===== config.mk =====
export PLATFORM = sky130hd
export DESIGN_NAME = gfx_vga_dbuf
export DESIGN_NICKNAME = d
export VERILOG_FILES = /design/src/gfx_pkg.sv /design/src/gfx_vga_dbuf.sv /design/src/vga_fb_pixel_stream.sv /design/src/sram_dbuf_switch.sv /design/src/fb_writer.sv
export VERILOG_INCLUDE_DIRS = /design/src
export SDC_FILE = /design/constraint.sdc
export NUM_CORES = 1
export LEC_CHECK = 0
export BUFFER_PORTS_ARGS = -buffer_cell sky130_fd_sc_hd__buf_4
export CAP_MARGIN = 20
export CORE_AREA = 5 5 77 96
export DETAILED_ROUTE_END_ITERATION = 8
export DIE_AREA = 0 0 82 101
export GPL_TIMING_DRIVEN = 0
export PLACE_DENSITY = 0.75
export RECOVER_POWER = 50
export SYNTH_ARGS = -nofsm -noshare
export SYNTH_HDL_FRONTEND = slang
export SYNTH_SLANG_ARGS = --single-unit

===== constraint.sdc =====
create_clock -name clk -period 2.09 [get_ports clk]
set_clock_uncertainty 0.05 [all_clocks]
set_input_delay 0.627 -clock clk [delete_from_list [all_inputs] [get_ports clk]]
set_output_delay 0.627 -clock clk [all_outputs]
set_load 0.02 [all_outputs]

===== src/gfx_config.svh =====
`ifndef GFX_CONFIG_SVH
`define GFX_CONFIG_SVH

// horizontal raster, in clocks
`define GFX_H_VISIBLE 16
`define GFX_H_FRONT 2
`define GFX_H_SYNC 3
`define GFX_H_BACK 3
`define GFX_H_WHOLE 24

// vertical raster, in lines
`define GFX_V_VISIBLE 12
`define GFX_V_FRONT 1
`define GFX_V_SYNC 2
`define GFX_V_BACK 2
`define GFX_V_WHOLE 17

// 4 bits per channel, red in the top bits
`define GFX_PIXEL_BITS 12

// one word per visible pixel
`define GFX_ADDR_BITS 8

// producer coordinate widths
`define GFX_X_BITS 4
`define GFX_Y_BITS 4

// clocks of blocked writes after a switch strobe
`define GFX_SWITCH_HOLD 8

`endif

===== src/gfx_pkg.sv =====
`default_nettype none

`include "gfx_config.svh"

package gfx_pkg;

  // packed color, red high, blue low
  typedef logic [`GFX_PIXEL_BITS-1:0] pixel_t;

  // sram word address
  typedef logic [`GFX_ADDR_BITS-1:0] fb_addr_t;

  // producer coordinates
  typedef logic [`GFX_X_BITS-1:0] coord_x_t;
  typedef logic [`GFX_Y_BITS-1:0] coord_y_t;

  // buffer switch controller
  typedef enum logic {
    BUF_RUN,
    BUF_HOLD
  } buf_state_e;

endpackage

`default_nettype wire


===== src/gfx_vga_dbuf.sv =====
`default_nettype none

`include "gfx_config.svh"

module gfx_vga_dbuf (
  input  logic                         clk,
  input  logic                         reset,
  input  logic                         mem_switch,

  // producer
  input  gfx_pkg::coord_x_t            gfx_x,
  input  gfx_pkg::coord_y_t            gfx_y,
  input  gfx_pkg::pixel_t              gfx_color,
  input  logic                         gfx_valid,
  output logic                         gfx_ready,
  output logic                         gfx_vsync,

  // raster out
  input  logic                         vga_enable,
  output logic [`GFX_PIXEL_BITS/3-1:0] vga_red,
  output logic [`GFX_PIXEL_BITS/3-1:0] vga_grn,
  output logic [`GFX_PIXEL_BITS/3-1:0] vga_blu,
  output logic                         vga_hsync,
  output logic                         vga_vsync,
  output logic                         front_sel,

  // sram0 pins
  output gfx_pkg::fb_addr_t            sram0_addr,
  output gfx_pkg::pixel_t              sram0_wdata,
  output logic                         sram0_we,
  input  gfx_pkg::pixel_t              sram0_rdata,

  // sram1 pins
  output gfx_pkg::fb_addr_t            sram1_addr,
  output gfx_pkg::pixel_t              sram1_wdata,
  output logic                         sram1_we,
  input  gfx_pkg::pixel_t              sram1_rdata
);
  import gfx_pkg::*;

  logic     accept_en;
  logic     wr_en;
  fb_addr_t wr_addr;
  pixel_t   wr_data;
  fb_addr_t rd_addr;
  pixel_t   rd_data;

  fb_writer u_fb_writer (
    .clk       (clk),
    .reset     (reset),
    .gfx_x     (gfx_x),
    .gfx_y     (gfx_y),
    .gfx_color (gfx_color),
    .gfx_valid (gfx_valid),
    .accept_en (accept_en),
    .gfx_ready (gfx_ready),
    .wr_en     (wr_en),
    .wr_addr   (wr_addr),
    .wr_data   (wr_data)
  );

  sram_dbuf_switch u_sram_dbuf_switch (
    .clk         (clk),
    .reset       (reset),
    .mem_switch  (mem_switch),
    .accept_en   (accept_en),
    .front_sel   (front_sel),
    .wr_en       (wr_en),
    .wr_addr     (wr_addr),
    .wr_data     (wr_data),
    .rd_addr     (rd_addr),
    .rd_data     (rd_data),
    .sram0_addr  (sram0_addr),
    .sram0_wdata (sram0_wdata),
    .sram0_we    (sram0_we),
    .sram0_rdata (sram0_rdata),
    .sram1_addr  (sram1_addr),
    .sram1_wdata (sram1_wdata),
    .sram1_we    (sram1_we),
    .sram1_rdata (sram1_rdata)
  );

  vga_fb_pixel_stream u_vga_fb_pixel_stream (
    .clk        (clk),
    .reset      (reset),
    .vga_enable (vga_enable),
    .rd_addr    (rd_addr),
    .rd_data    (rd_data),
    .vga_red    (vga_red),
    .vga_grn    (vga_grn),
    .vga_blu    (vga_blu),
    .vga_hsync  (vga_hsync),
    .vga_vsync  (vga_vsync)
  );

  // producer can pace itself on the frame boundary
  assign gfx_vsync = vga_vsync;

endmodule

`default_nettype wire


===== src/vga_fb_pixel_stream.sv =====
`default_nettype none

`include "gfx_config.svh"

module vga_fb_pixel_stream (
  input  logic                           clk,
  input  logic                           reset,
  input  logic                           vga_enable,
  output gfx_pkg::fb_addr_t              rd_addr,
  input  gfx_pkg::pixel_t                rd_data,
  output logic [`GFX_PIXEL_BITS/3-1:0]   vga_red,
  output logic [`GFX_PIXEL_BITS/3-1:0]   vga_grn,
  output logic [`GFX_PIXEL_BITS/3-1:0]   vga_blu,
  output logic                           vga_hsync,
  output logic                           vga_vsync
);
  import gfx_pkg::*;

  localparam int CHAN_BITS = `GFX_PIXEL_BITS / 3;
  localparam int H_BITS    = $clog2(`GFX_H_WHOLE);
  localparam int V_BITS    = $clog2(`GFX_V_WHOLE);

  // sync windows
  localparam int HS_START = `GFX_H_VISIBLE + `GFX_H_FRONT;
  localparam int HS_END   = HS_START + `GFX_H_SYNC;
  localparam int VS_START = `GFX_V_VISIBLE + `GFX_V_FRONT;
  localparam int VS_END   = VS_START + `GFX_V_SYNC;

  logic [H_BITS-1:0] h_cnt;
  logic [V_BITS-1:0] v_cnt;
  logic              h_last;
  logic              visible;
  logic              hsync_c;
  logic              vsync_c;

  // first stage, position sampled while the sram read is in flight
  logic              en_q;
  logic              visible_q;
  logic              hsync_q;
  logic              vsync_q;

  assign h_last = (h_cnt == H_BITS'(`GFX_H_WHOLE - 1));

  always_ff @(posedge clk) begin
    if (reset) begin
      h_cnt <= '0;
      v_cnt <= '0;
    end else if (vga_enable) begin
      if (h_last) begin
        h_cnt <= '0;
        if (v_cnt == V_BITS'(`GFX_V_WHOLE - 1)) begin
          v_cnt <= '0;
        end else begin
          v_cnt <= v_cnt + 1'b1;
        end
      end else begin
        h_cnt <= h_cnt + 1'b1;
      end
    end
  end

  assign visible = (h_cnt < `GFX_H_VISIBLE) && (v_cnt < `GFX_V_VISIBLE);
  assign hsync_c = (h_cnt >= HS_START) && (h_cnt < HS_END);
  assign vsync_c = (v_cnt >= VS_START) && (v_cnt < VS_END);

  // blanking positions just park the address at zero
  assign rd_addr = visible ? fb_addr_t'(v_cnt * `GFX_H_VISIBLE + h_cnt) : '0;

  always_ff @(posedge clk) begin
    if (reset) begin
      en_q      <= 1'b0;
      visible_q <= 1'b0;
      hsync_q   <= 1'b0;
      vsync_q   <= 1'b0;
    end else begin
      en_q <= vga_enable;
      if (vga_enable) begin
        visible_q <= visible;
        hsync_q   <= hsync_c;
        vsync_q   <= vsync_c;
      end
    end
  end

  // second stage, only after an enabled cycle, so a pause holds the outputs
  always_ff @(posedge clk) begin
    if (reset) begin
      vga_red   <= '0;
      vga_grn   <= '0;
      vga_blu   <= '0;
      vga_hsync <= 1'b0;
      vga_vsync <= 1'b0;
    end else if (en_q) begin
      if (visible_q) begin
        vga_red <= rd_data[3*CHAN_BITS-1:2*CHAN_BITS];
        vga_grn <= rd_data[2*CHAN_BITS-1:CHAN_BITS];
        vga_blu <= rd_data[CHAN_BITS-1:0];
      end else begin
        vga_red <= '0;
        vga_grn <= '0;
        vga_blu <= '0;
      end
      vga_hsync <= hsync_q;
      vga_vsync <= vsync_q;
    end
  end

endmodule

`default_nettype wire


===== src/sram_dbuf_switch.sv =====
`default_nettype none

`include "gfx_config.svh"

module sram_dbuf_switch (
  input  logic              clk,
  input  logic              reset,
  input  logic              mem_switch,
  output logic              accept_en,
  output logic              front_sel,

  // writer side
  input  logic              wr_en,
  input  gfx_pkg::fb_addr_t wr_addr,
  input  gfx_pkg::pixel_t   wr_data,

  // raster side
  input  gfx_pkg::fb_addr_t rd_addr,
  output gfx_pkg::pixel_t   rd_data,

  // sram0 pins
  output gfx_pkg::fb_addr_t sram0_addr,
  output gfx_pkg::pixel_t   sram0_wdata,
  output logic              sram0_we,
  input  gfx_pkg::pixel_t   sram0_rdata,

  // sram1 pins
  output gfx_pkg::fb_addr_t sram1_addr,
  output gfx_pkg::pixel_t   sram1_wdata,
  output logic              sram1_we,
  input  gfx_pkg::pixel_t   sram1_rdata
);
  import gfx_pkg::*;

  localparam int HOLD_BITS = $clog2(`GFX_SWITCH_HOLD + 1);

  buf_state_e           state;
  logic [HOLD_BITS-1:0] hold_cnt;
  logic                 switch_q;
  logic                 switch_rise;
  logic                 rd_sel_q;

  // rising edge of the switch strobe
  always_ff @(posedge clk) begin
    if (reset) begin
      switch_q <= 1'b0;
    end else begin
      switch_q <= mem_switch;
    end
  end

  assign switch_rise = mem_switch && !switch_q;

  // edges seen during the hold are dropped
  always_ff @(posedge clk) begin
    if (reset) begin
      state     <= BUF_RUN;
      hold_cnt  <= '0;
      front_sel <= 1'b0;
    end else begin
      case (state)
        BUF_RUN: begin
          if (switch_rise) begin
            state    <= BUF_HOLD;
            hold_cnt <= '0;
          end
        end
        BUF_HOLD: begin
          if (hold_cnt == HOLD_BITS'(`GFX_SWITCH_HOLD - 1)) begin
            // last pending write has landed, swap front and back
            state     <= BUF_RUN;
            front_sel <= !front_sel;
          end else begin
            hold_cnt <= hold_cnt + 1'b1;
          end
        end
        default: state <= BUF_RUN;
      endcase
    end
  end

  assign accept_en = (state == BUF_RUN);

  // read data comes back a clock after the address, so follow the old select
  always_ff @(posedge clk) begin
    if (reset) begin
      rd_sel_q <= 1'b0;
    end else begin
      rd_sel_q <= front_sel;
    end
  end

  // front_sel == 0 means sram0 is scanned and sram1 takes writes
  assign sram0_addr  = front_sel ? wr_addr : rd_addr;
  assign sram1_addr  = front_sel ? rd_addr : wr_addr;
  assign sram0_wdata = wr_data;
  assign sram1_wdata = wr_data;
  assign sram0_we    = wr_en && front_sel;
  assign sram1_we    = wr_en && !front_sel;

  assign rd_data = rd_sel_q ? sram1_rdata : sram0_rdata;

endmodule

`default_nettype wire


===== src/fb_writer.sv =====
`default_nettype none

`include "gfx_config.svh"

module fb_writer (
  input  logic              clk,
  input  logic              reset,
  input  gfx_pkg::coord_x_t gfx_x,
  input  gfx_pkg::coord_y_t gfx_y,
  input  gfx_pkg::pixel_t   gfx_color,
  input  logic              gfx_valid,
  input  logic              accept_en,
  output logic              gfx_ready,
  output logic              wr_en,
  output gfx_pkg::fb_addr_t wr_addr,
  output gfx_pkg::pixel_t   wr_data
);
  import gfx_pkg::*;

  logic     accept;
  logic     in_range;
  fb_addr_t lin_addr;

  // the switch controller decides when the producer may write
  assign gfx_ready = accept_en;
  assign accept    = gfx_valid && accept_en;

  // off-screen pixels are consumed but never written
  assign in_range = (gfx_x < `GFX_H_VISIBLE) && (gfx_y < `GFX_V_VISIBLE);

  // row major, one word per pixel
  assign lin_addr = fb_addr_t'(gfx_y * `GFX_H_VISIBLE + gfx_x);

  always_ff @(posedge clk) begin
    if (reset) begin
      wr_en <= 1'b0;
    end else begin
      // single cycle strobe per accepted pixel
      wr_en <= accept && in_range;
    end
  end

  always_ff @(posedge clk) begin
    if (accept) begin
      wr_addr <= lin_addr;
      wr_data <= gfx_color;
    end
  end

endmodule

`default_nettype wire


# Word level (Yosys, flattened, before mapping)

Cells that the tools add are included.
W data, S select, Z words.

Input bits: 49
Bits in latches: 0
ROM bits: 0
Output and inout bits: 59
Memory bits (writable): 0
Flip-flop bits (word level): 57
Logic and storage cells: 65
Memories: 0

Eq/ne operators: 5
Shift operators: 0
Bitwise operators: 1
Div/mod/pow operators: 0
Reduce and logical (&&, ||, !) cells: 13
$add $sub $neg: 5
Multiply operators: 0
Muxes and demuxes: 15
Order comparisons: 7

Operator list:

| operator              | number |
|---|---|
| $mux W8               | 3 |
| $mux W4               | 5 |
| $mux W12              | 1 |
| $add A5 B1 Y5 const B | 2 |
| $eq A5 B5 Y1 const B  | 2 |
| $lt A5 B4 Y1 const B  | 2 |
| $lt A5 B5 Y1 const B  | 2 |
| $mux W5               | 2 |
| $add A8 B4 Y8         | 1 |
| $add A8 B5 Y8         | 1 |
| $logic_and A1 B1 Y1   | 8 |
| $pmux W4 S2           | 1 |
| $reduce_and A2 Y1     | 3 |
| $ge A5 B4 Y1 const B  | 1 |
| $ge A5 B5 Y1 const B  | 1 |
| $add A4 B1 Y4 const B | 1 |
| $eq A4 B3 Y1 const B  | 1 |
| $lt A4 B4 Y1 const B  | 1 |
| $logic_not A1 Y1      | 2 |
| $mux W1               | 2 |
| $ne A2 B1 Y1 const B  | 1 |
| $ne A2 B2 Y1 const B  | 1 |
| $pmux W1 S2           | 1 |
| $not A1 Y1            | 1 |

# Logic depth before layout (Yosys ltp)

Word-level depth: 4
Mapped depth: 5
Gate-level depth less buffers: 5

# By module

Synthesis repeated with hierarchy kept, for this count alone.

Cell total of the unflattened synthesis: 264
Area, all modules: 2,851.5 µm²

By module, submodules not included:

| module              | instances | seq. area each (µm²) | area each (µm²) | cells an instance |
|---|---|---|---|---|
| vga_fb_pixel_stream | 1         | 560.5                | 1,312.5         | 146 |
| sram_dbuf_switch    | 1         | 160.2                | 880.8           | 92 |
| fb_writer           | 1         | 620.6                | 650.6           | 25 |
| gfx_vga_dbuf        | 1         | 0.0                  | 7.5             | 1 |

# Worst setup path after synthesis

OpenSTA, ideal clock, no wires.

Path type: flip-flop to output port
From: reg u_vga_fb_pixel_stream.v_cnt[0]
To: out sram0_addr[7]
Path buffers: 0
Data arrival time: 1,690 ps
Slack: -277 ps
Required time: 1,413 ps
Cell stages (with the launch flop): 5
Cell sequence: dfxtp_1 ha_1 nand3_1 mux2_2 o41ai_1

Cells in the longest elaborated chain, start to end: 4
Elaborated cells between the ends (all ways): 5
Classes of those cells: add/sub (1); order compare (1); mux (2); reduce/logical (1)

Ends and longest elaborated chain:

| item                                                  | RTL line                  | RTL |
|---|---|---|
| start, declared                                       | vga_fb_pixel_stream.sv:30 | `logic [V_BITS-1:0] v_cnt;` |
| start signal, assigned                                | vga_fb_pixel_stream.sv:54 | `v_cnt <= v_cnt + 1'b1;` |
| branches (longest 2 deep; another with $add A8 B5 Y8) | n/a                       |  |
| $mux W8 (*)                                           | vga_fb_pixel_stream.sv:67 | `` assign rd_addr = visible ? fb_addr_t'(v_cnt * `GFX_H_VISIBLE + h_cnt) : '0; `` |
| $mux W8 (*)                                           | sram_dbuf_switch.sv:94    | `assign sram0_addr = front_sel ? wr_addr : rd_addr;` |
| end, declared                                         | gfx_vga_dbuf.sv:28        | `output gfx_pkg::fb_addr_t sram0_addr,` |

Every way passes the cells marked *.

# Final worst setup path

Same ends and word-level chain as after synthesis.

==> reports/qor.yml <==
worst_setup_path:
  endpoint_kind: "primary output"
  critPathMaxFanout: 2
  crit_type: "reg -> out"
  slowest_stage: "dfxtp_4"
  start_kind: "register"
  slowest_delay_ns: 0.37
  required_ns: 1.41
  arrival_ns: 1.64
  crit_chain: "ha_4 > nand3_2 > mux2_4 > o41ai_4 > buf_4"
synth:
  synth_fa_ha_area_frac: 0.03695
  postSynthCellCount: 282
  synth_top_family_by_area: "simple AND/OR/NAND/NOR gates"
  synth_xor_area_frac: 0.01293
  yosysSeqAreaShare: 0.4952
  yosysWarnings: 0
  syn-num-nets: 339
  synth_compound_area_frac: 0.1095
  synthSimpleGateAreaFrac: 0.2046
  synth-seq-cells: 57
  netlist_area_mm2: 0.002709
  synthDistinctLibCells: 44
  synth.avg_cell_area_um2: 9.606
  muxShareOfSynthArea: 0.06882
placed_design:
  dpl_cell_area_mm2: 0.003646
  port_buffers: 106
  post-place-cells: 476
  place_congestion: 0.8058
  dpl.hpwl_mm: 5.347
  preCtsSetupSlack_ns: -0.1520
detailed_routing:
  wl_per_cell_um: 14.76
  final_antenna_net_count: 0
  wirelength_mm: 7.409
  drc: 0
  drt_iter0_drc: 108
  drt_pass1_iterations: 5
  dr_total_vias: 2476
  viasPerCell: 4.932
clock_tree:
  clk_pin_slew_worst_paths_ns: 0.07
  clkLatencyLatePin_ns: 0.34
  root_buffer: "clkbuf_8"
  cts_sinks: 57
  cts_tree: "yes"
  cts_hold_buffers: 0
  cts_made_buffers: 9
  htreeDepth: 3
  max-clock-path-buffers: 2
pwr:
  sw_frac_of_total: 0.2345
  power_density_mw_per_mm2: 647.4
  p_leak_nw: 1.734
  p_clk_frac: 0.418
  combPwrFrac: 0.126
  p_sw_mw: 0.6246
  peakVddDrop_mv: 0.5722
  internal_power_mw: 2.039
  seqPwrFrac: 0.457
sta:
  worst_pin_slew_ns: 0.5762
  setup_viol: 16
  rsz0062_at_grt: "yes"
  period_share: 1.107
  fin_ws_ns: -0.2230
  slew_viol_final: 0
  final-hold-violation-count: 0
  min_period_ns: 2.313
  holdWs_ns: 0.4243
  relSlewSlack: 0.6151
  max_freq_mhz: 432.3
global_routing:
  grt_pass1_wl_mm: 11.47
  antenna_found_initial: 0
  grt_overflow: 0
  grt_max_degree: 15
  grt_pass1_vias: 2451
  grt_usage: 0.1817
finish:
  area_growth_pct: 51.87
  multi_input_area_mm2: 0.001326
  fillers: 533
  nets: 467
  final_common_cell: "buf_4"
  layout-drive-gt1-share: 0.4434
  finalNonFillerCells: 502
  antenna_cells: 0
  regArea_mm2: 0.001354
  most-common-layout-cells: "buf_4, dfxtp_1, nand2_1"
  fin_area_mm2: 0.004114
floorplan:
  initial_core_util: 0.4206
  coreArea_mm2: 0.006441
  std_cell_rows: 33
  dieWidth_um: 82
  die_h_um: 101
  ios: 108
  dieArea_mm2: 0.008282
job:
  drv_cap: 0
outcome:
  status: "complete, but fails checks"
  violations: "negative setup slack"
min_path:
  hp-class: "reg -> reg"
per-layer routing:
metal | vias up | global-route usage | share of wire
met2 | 70 | 0.3435 | 0.55
met4 | 0 | 0.07928 | 0.023
met3 | 14 | 0.04830 | 0.051
li1 | 1223 | - | -
met1 | 1169 | 0.1798 | 0.38
met5 | - | 0 | 0
cell type report:
| class | instances | area share |
|---|---|---|
| Inverter | 7 | 0.006387 |
| Multi-Input combinational cell | 188 | 0.3224 |
| Clock inverter | 2 | 0.008516 |
| Sequential cell | 57 | 0.3291 |
| Clock buffer | 14 | 0.04440 |
| Tap cell | 87 | 0.02646 |
| Buffer | 30 | 0.04897 |
| Timing Repair Buffer | 117 | 0.2138 |
per-stage QoR:
stage | util | power [mW] | setup TNS, ns
finish | 0.6387 | 2.663 | -3.089
detailed placement | 0.5660 | 1.575 | -1.121
global route | 0.6387 | 2.762 | -4.094
CTS | 0.6333 | 2.687 | -3.087
floorplan | - | 1.403 | -0.2084
global placement | 0.5633 | 1.562 | -8.856
synth_stat cells (all sizes together):
master / number / area (um^2)
nand2b: 4 / 25.02
or3: 2 / 12.51
a21o: 1 / 7.510
nand2: 33 / 123.9
nand3: 6 / 30.03
ha: 8 / 100.1
or3b: 1 / 8.760
dfxtp: 37 / 740.7
a211o: 2 / 17.52
xor2: 3 / 26.28
nand3b: 1 / 7.510
buf: 19 / 127.6
nor2b: 16 / 100.1
nor3: 6 / 30.03
a31oi: 1 / 6.260
a32o: 1 / 10.01
nor4: 1 / 6.260
mux2i: 4 / 40.04
a21oi: 19 / 95.09
xnor2: 1 / 8.760
mux2: 13 / 146.4
and4b: 1 / 10.01
o21ai: 18 / 90.09
o211ai: 1 / 7.510
nor4bb: 1 / 10.01
edfxtp: 20 / 600.6
or4b: 1 / 10.01
o41ai: 3 / 26.28
nand4b: 2 / 17.52
o311ai: 1 / 8.760
nor2: 23 / 86.33
nand4: 2 / 12.51
or4: 1 / 7.510
clkbuf: 11 / 41.29
nor3b: 1 / 7.510
and3: 2 / 12.51
or2: 1 / 6.260
o21a: 1 / 7.510
nand4bb: 1 / 11.26
a211oi: 2 / 20.02
and2: 3 / 18.77
inv: 7 / 26.28
sequential cells by signal, indices dropped and copies added, names as in the netlist:
signal,count
u_fb_writer.wr_data,12
u_fb_writer.wr_addr,8
u_vga_fb_pixel_stream.h_cnt,5
u_vga_fb_pixel_stream.v_cnt,5
u_sram_dbuf_switch.hold_cnt,4
u_vga_fb_pixel_stream.vga_blu,4
u_vga_fb_pixel_stream.vga_grn,4
u_vga_fb_pixel_stream.vga_red,4
u_fb_writer.wr_en,1
u_sram_dbuf_switch.front_sel,1
u_sram_dbuf_switch.rd_sel_q,1
u_sram_dbuf_switch.state,1
u_sram_dbuf_switch.switch_q,1
u_vga_fb_pixel_stream.en_q,1
u_vga_fb_pixel_stream.hsync_q,1
u_vga_fb_pixel_stream.vga_hsync,1
u_vga_fb_pixel_stream.vga_vsync,1
u_vga_fb_pixel_stream.visible_q,1
u_vga_fb_pixel_stream.vsync_q,1
worst paths after layout:
check                                              startpoint                                     endpoint  slack, ns  depth (start not counted)
setup / recovery  u_vga_fb_pixel_stream.v_cnt[0]$_SDFFE_PP0P_                                sram0_addr[7]      -0.22                          5
hold / removal     u_vga_fb_pixel_stream.vsync_q$_SDFFE_PP0P_   u_vga_fb_pixel_stream.vsync_q$_SDFFE_PP0P_       0.42                          2
setup reg to reg  u_vga_fb_pixel_stream.h_cnt[1]$_SDFFE_PP0P_  u_vga_fb_pixel_stream.v_cnt[0]$_SDFFE_PP0P_       0.23                          5
hold reg to reg    u_vga_fb_pixel_stream.vsync_q$_SDFFE_PP0P_   u_vga_fb_pixel_stream.vsync_q$_SDFFE_PP0P_       0.42                          2
worst max-delay path, delay by kind of cell (launching register included):
family,cells,cell delay [ns]
and+or+nand+nor,1,0.07
AOI/OAI and AO/OA,1,0.23
buffers and inverters,1,0.19
adders and majority gates,1,0.13
muxes,1,0.31
DFF,1,0.37
power groups by stage:
stage / logic [mW] / registers [mW] / clock network (mW)
floorplan: 0.141 / 1.26 / 0
global placement: 0.322 / 1.24 / 0
detailed placement: 0.334 / 1.24 / 0
CTS: 0.342 / 1.22 / 1.13
finish: 0.335 / 1.22 / 1.11
global route: 0.360 / 1.22 / 1.18
kinds of logic after synthesis:
family	Yosys count
flops	57
compound gates	50
xor+xnor	4
fa+ha+maj	8
buf+inv	37
simple gates	109
mux	17
repair_timing:
action                     4_1_cts  5_1_grt
buffers inserted                 9        2
resized for setup               46       20
pin swaps                       13       10
setup endpoints to repair       18       17
gates cloned                     0        0
(Power assumes the default switching activity.)
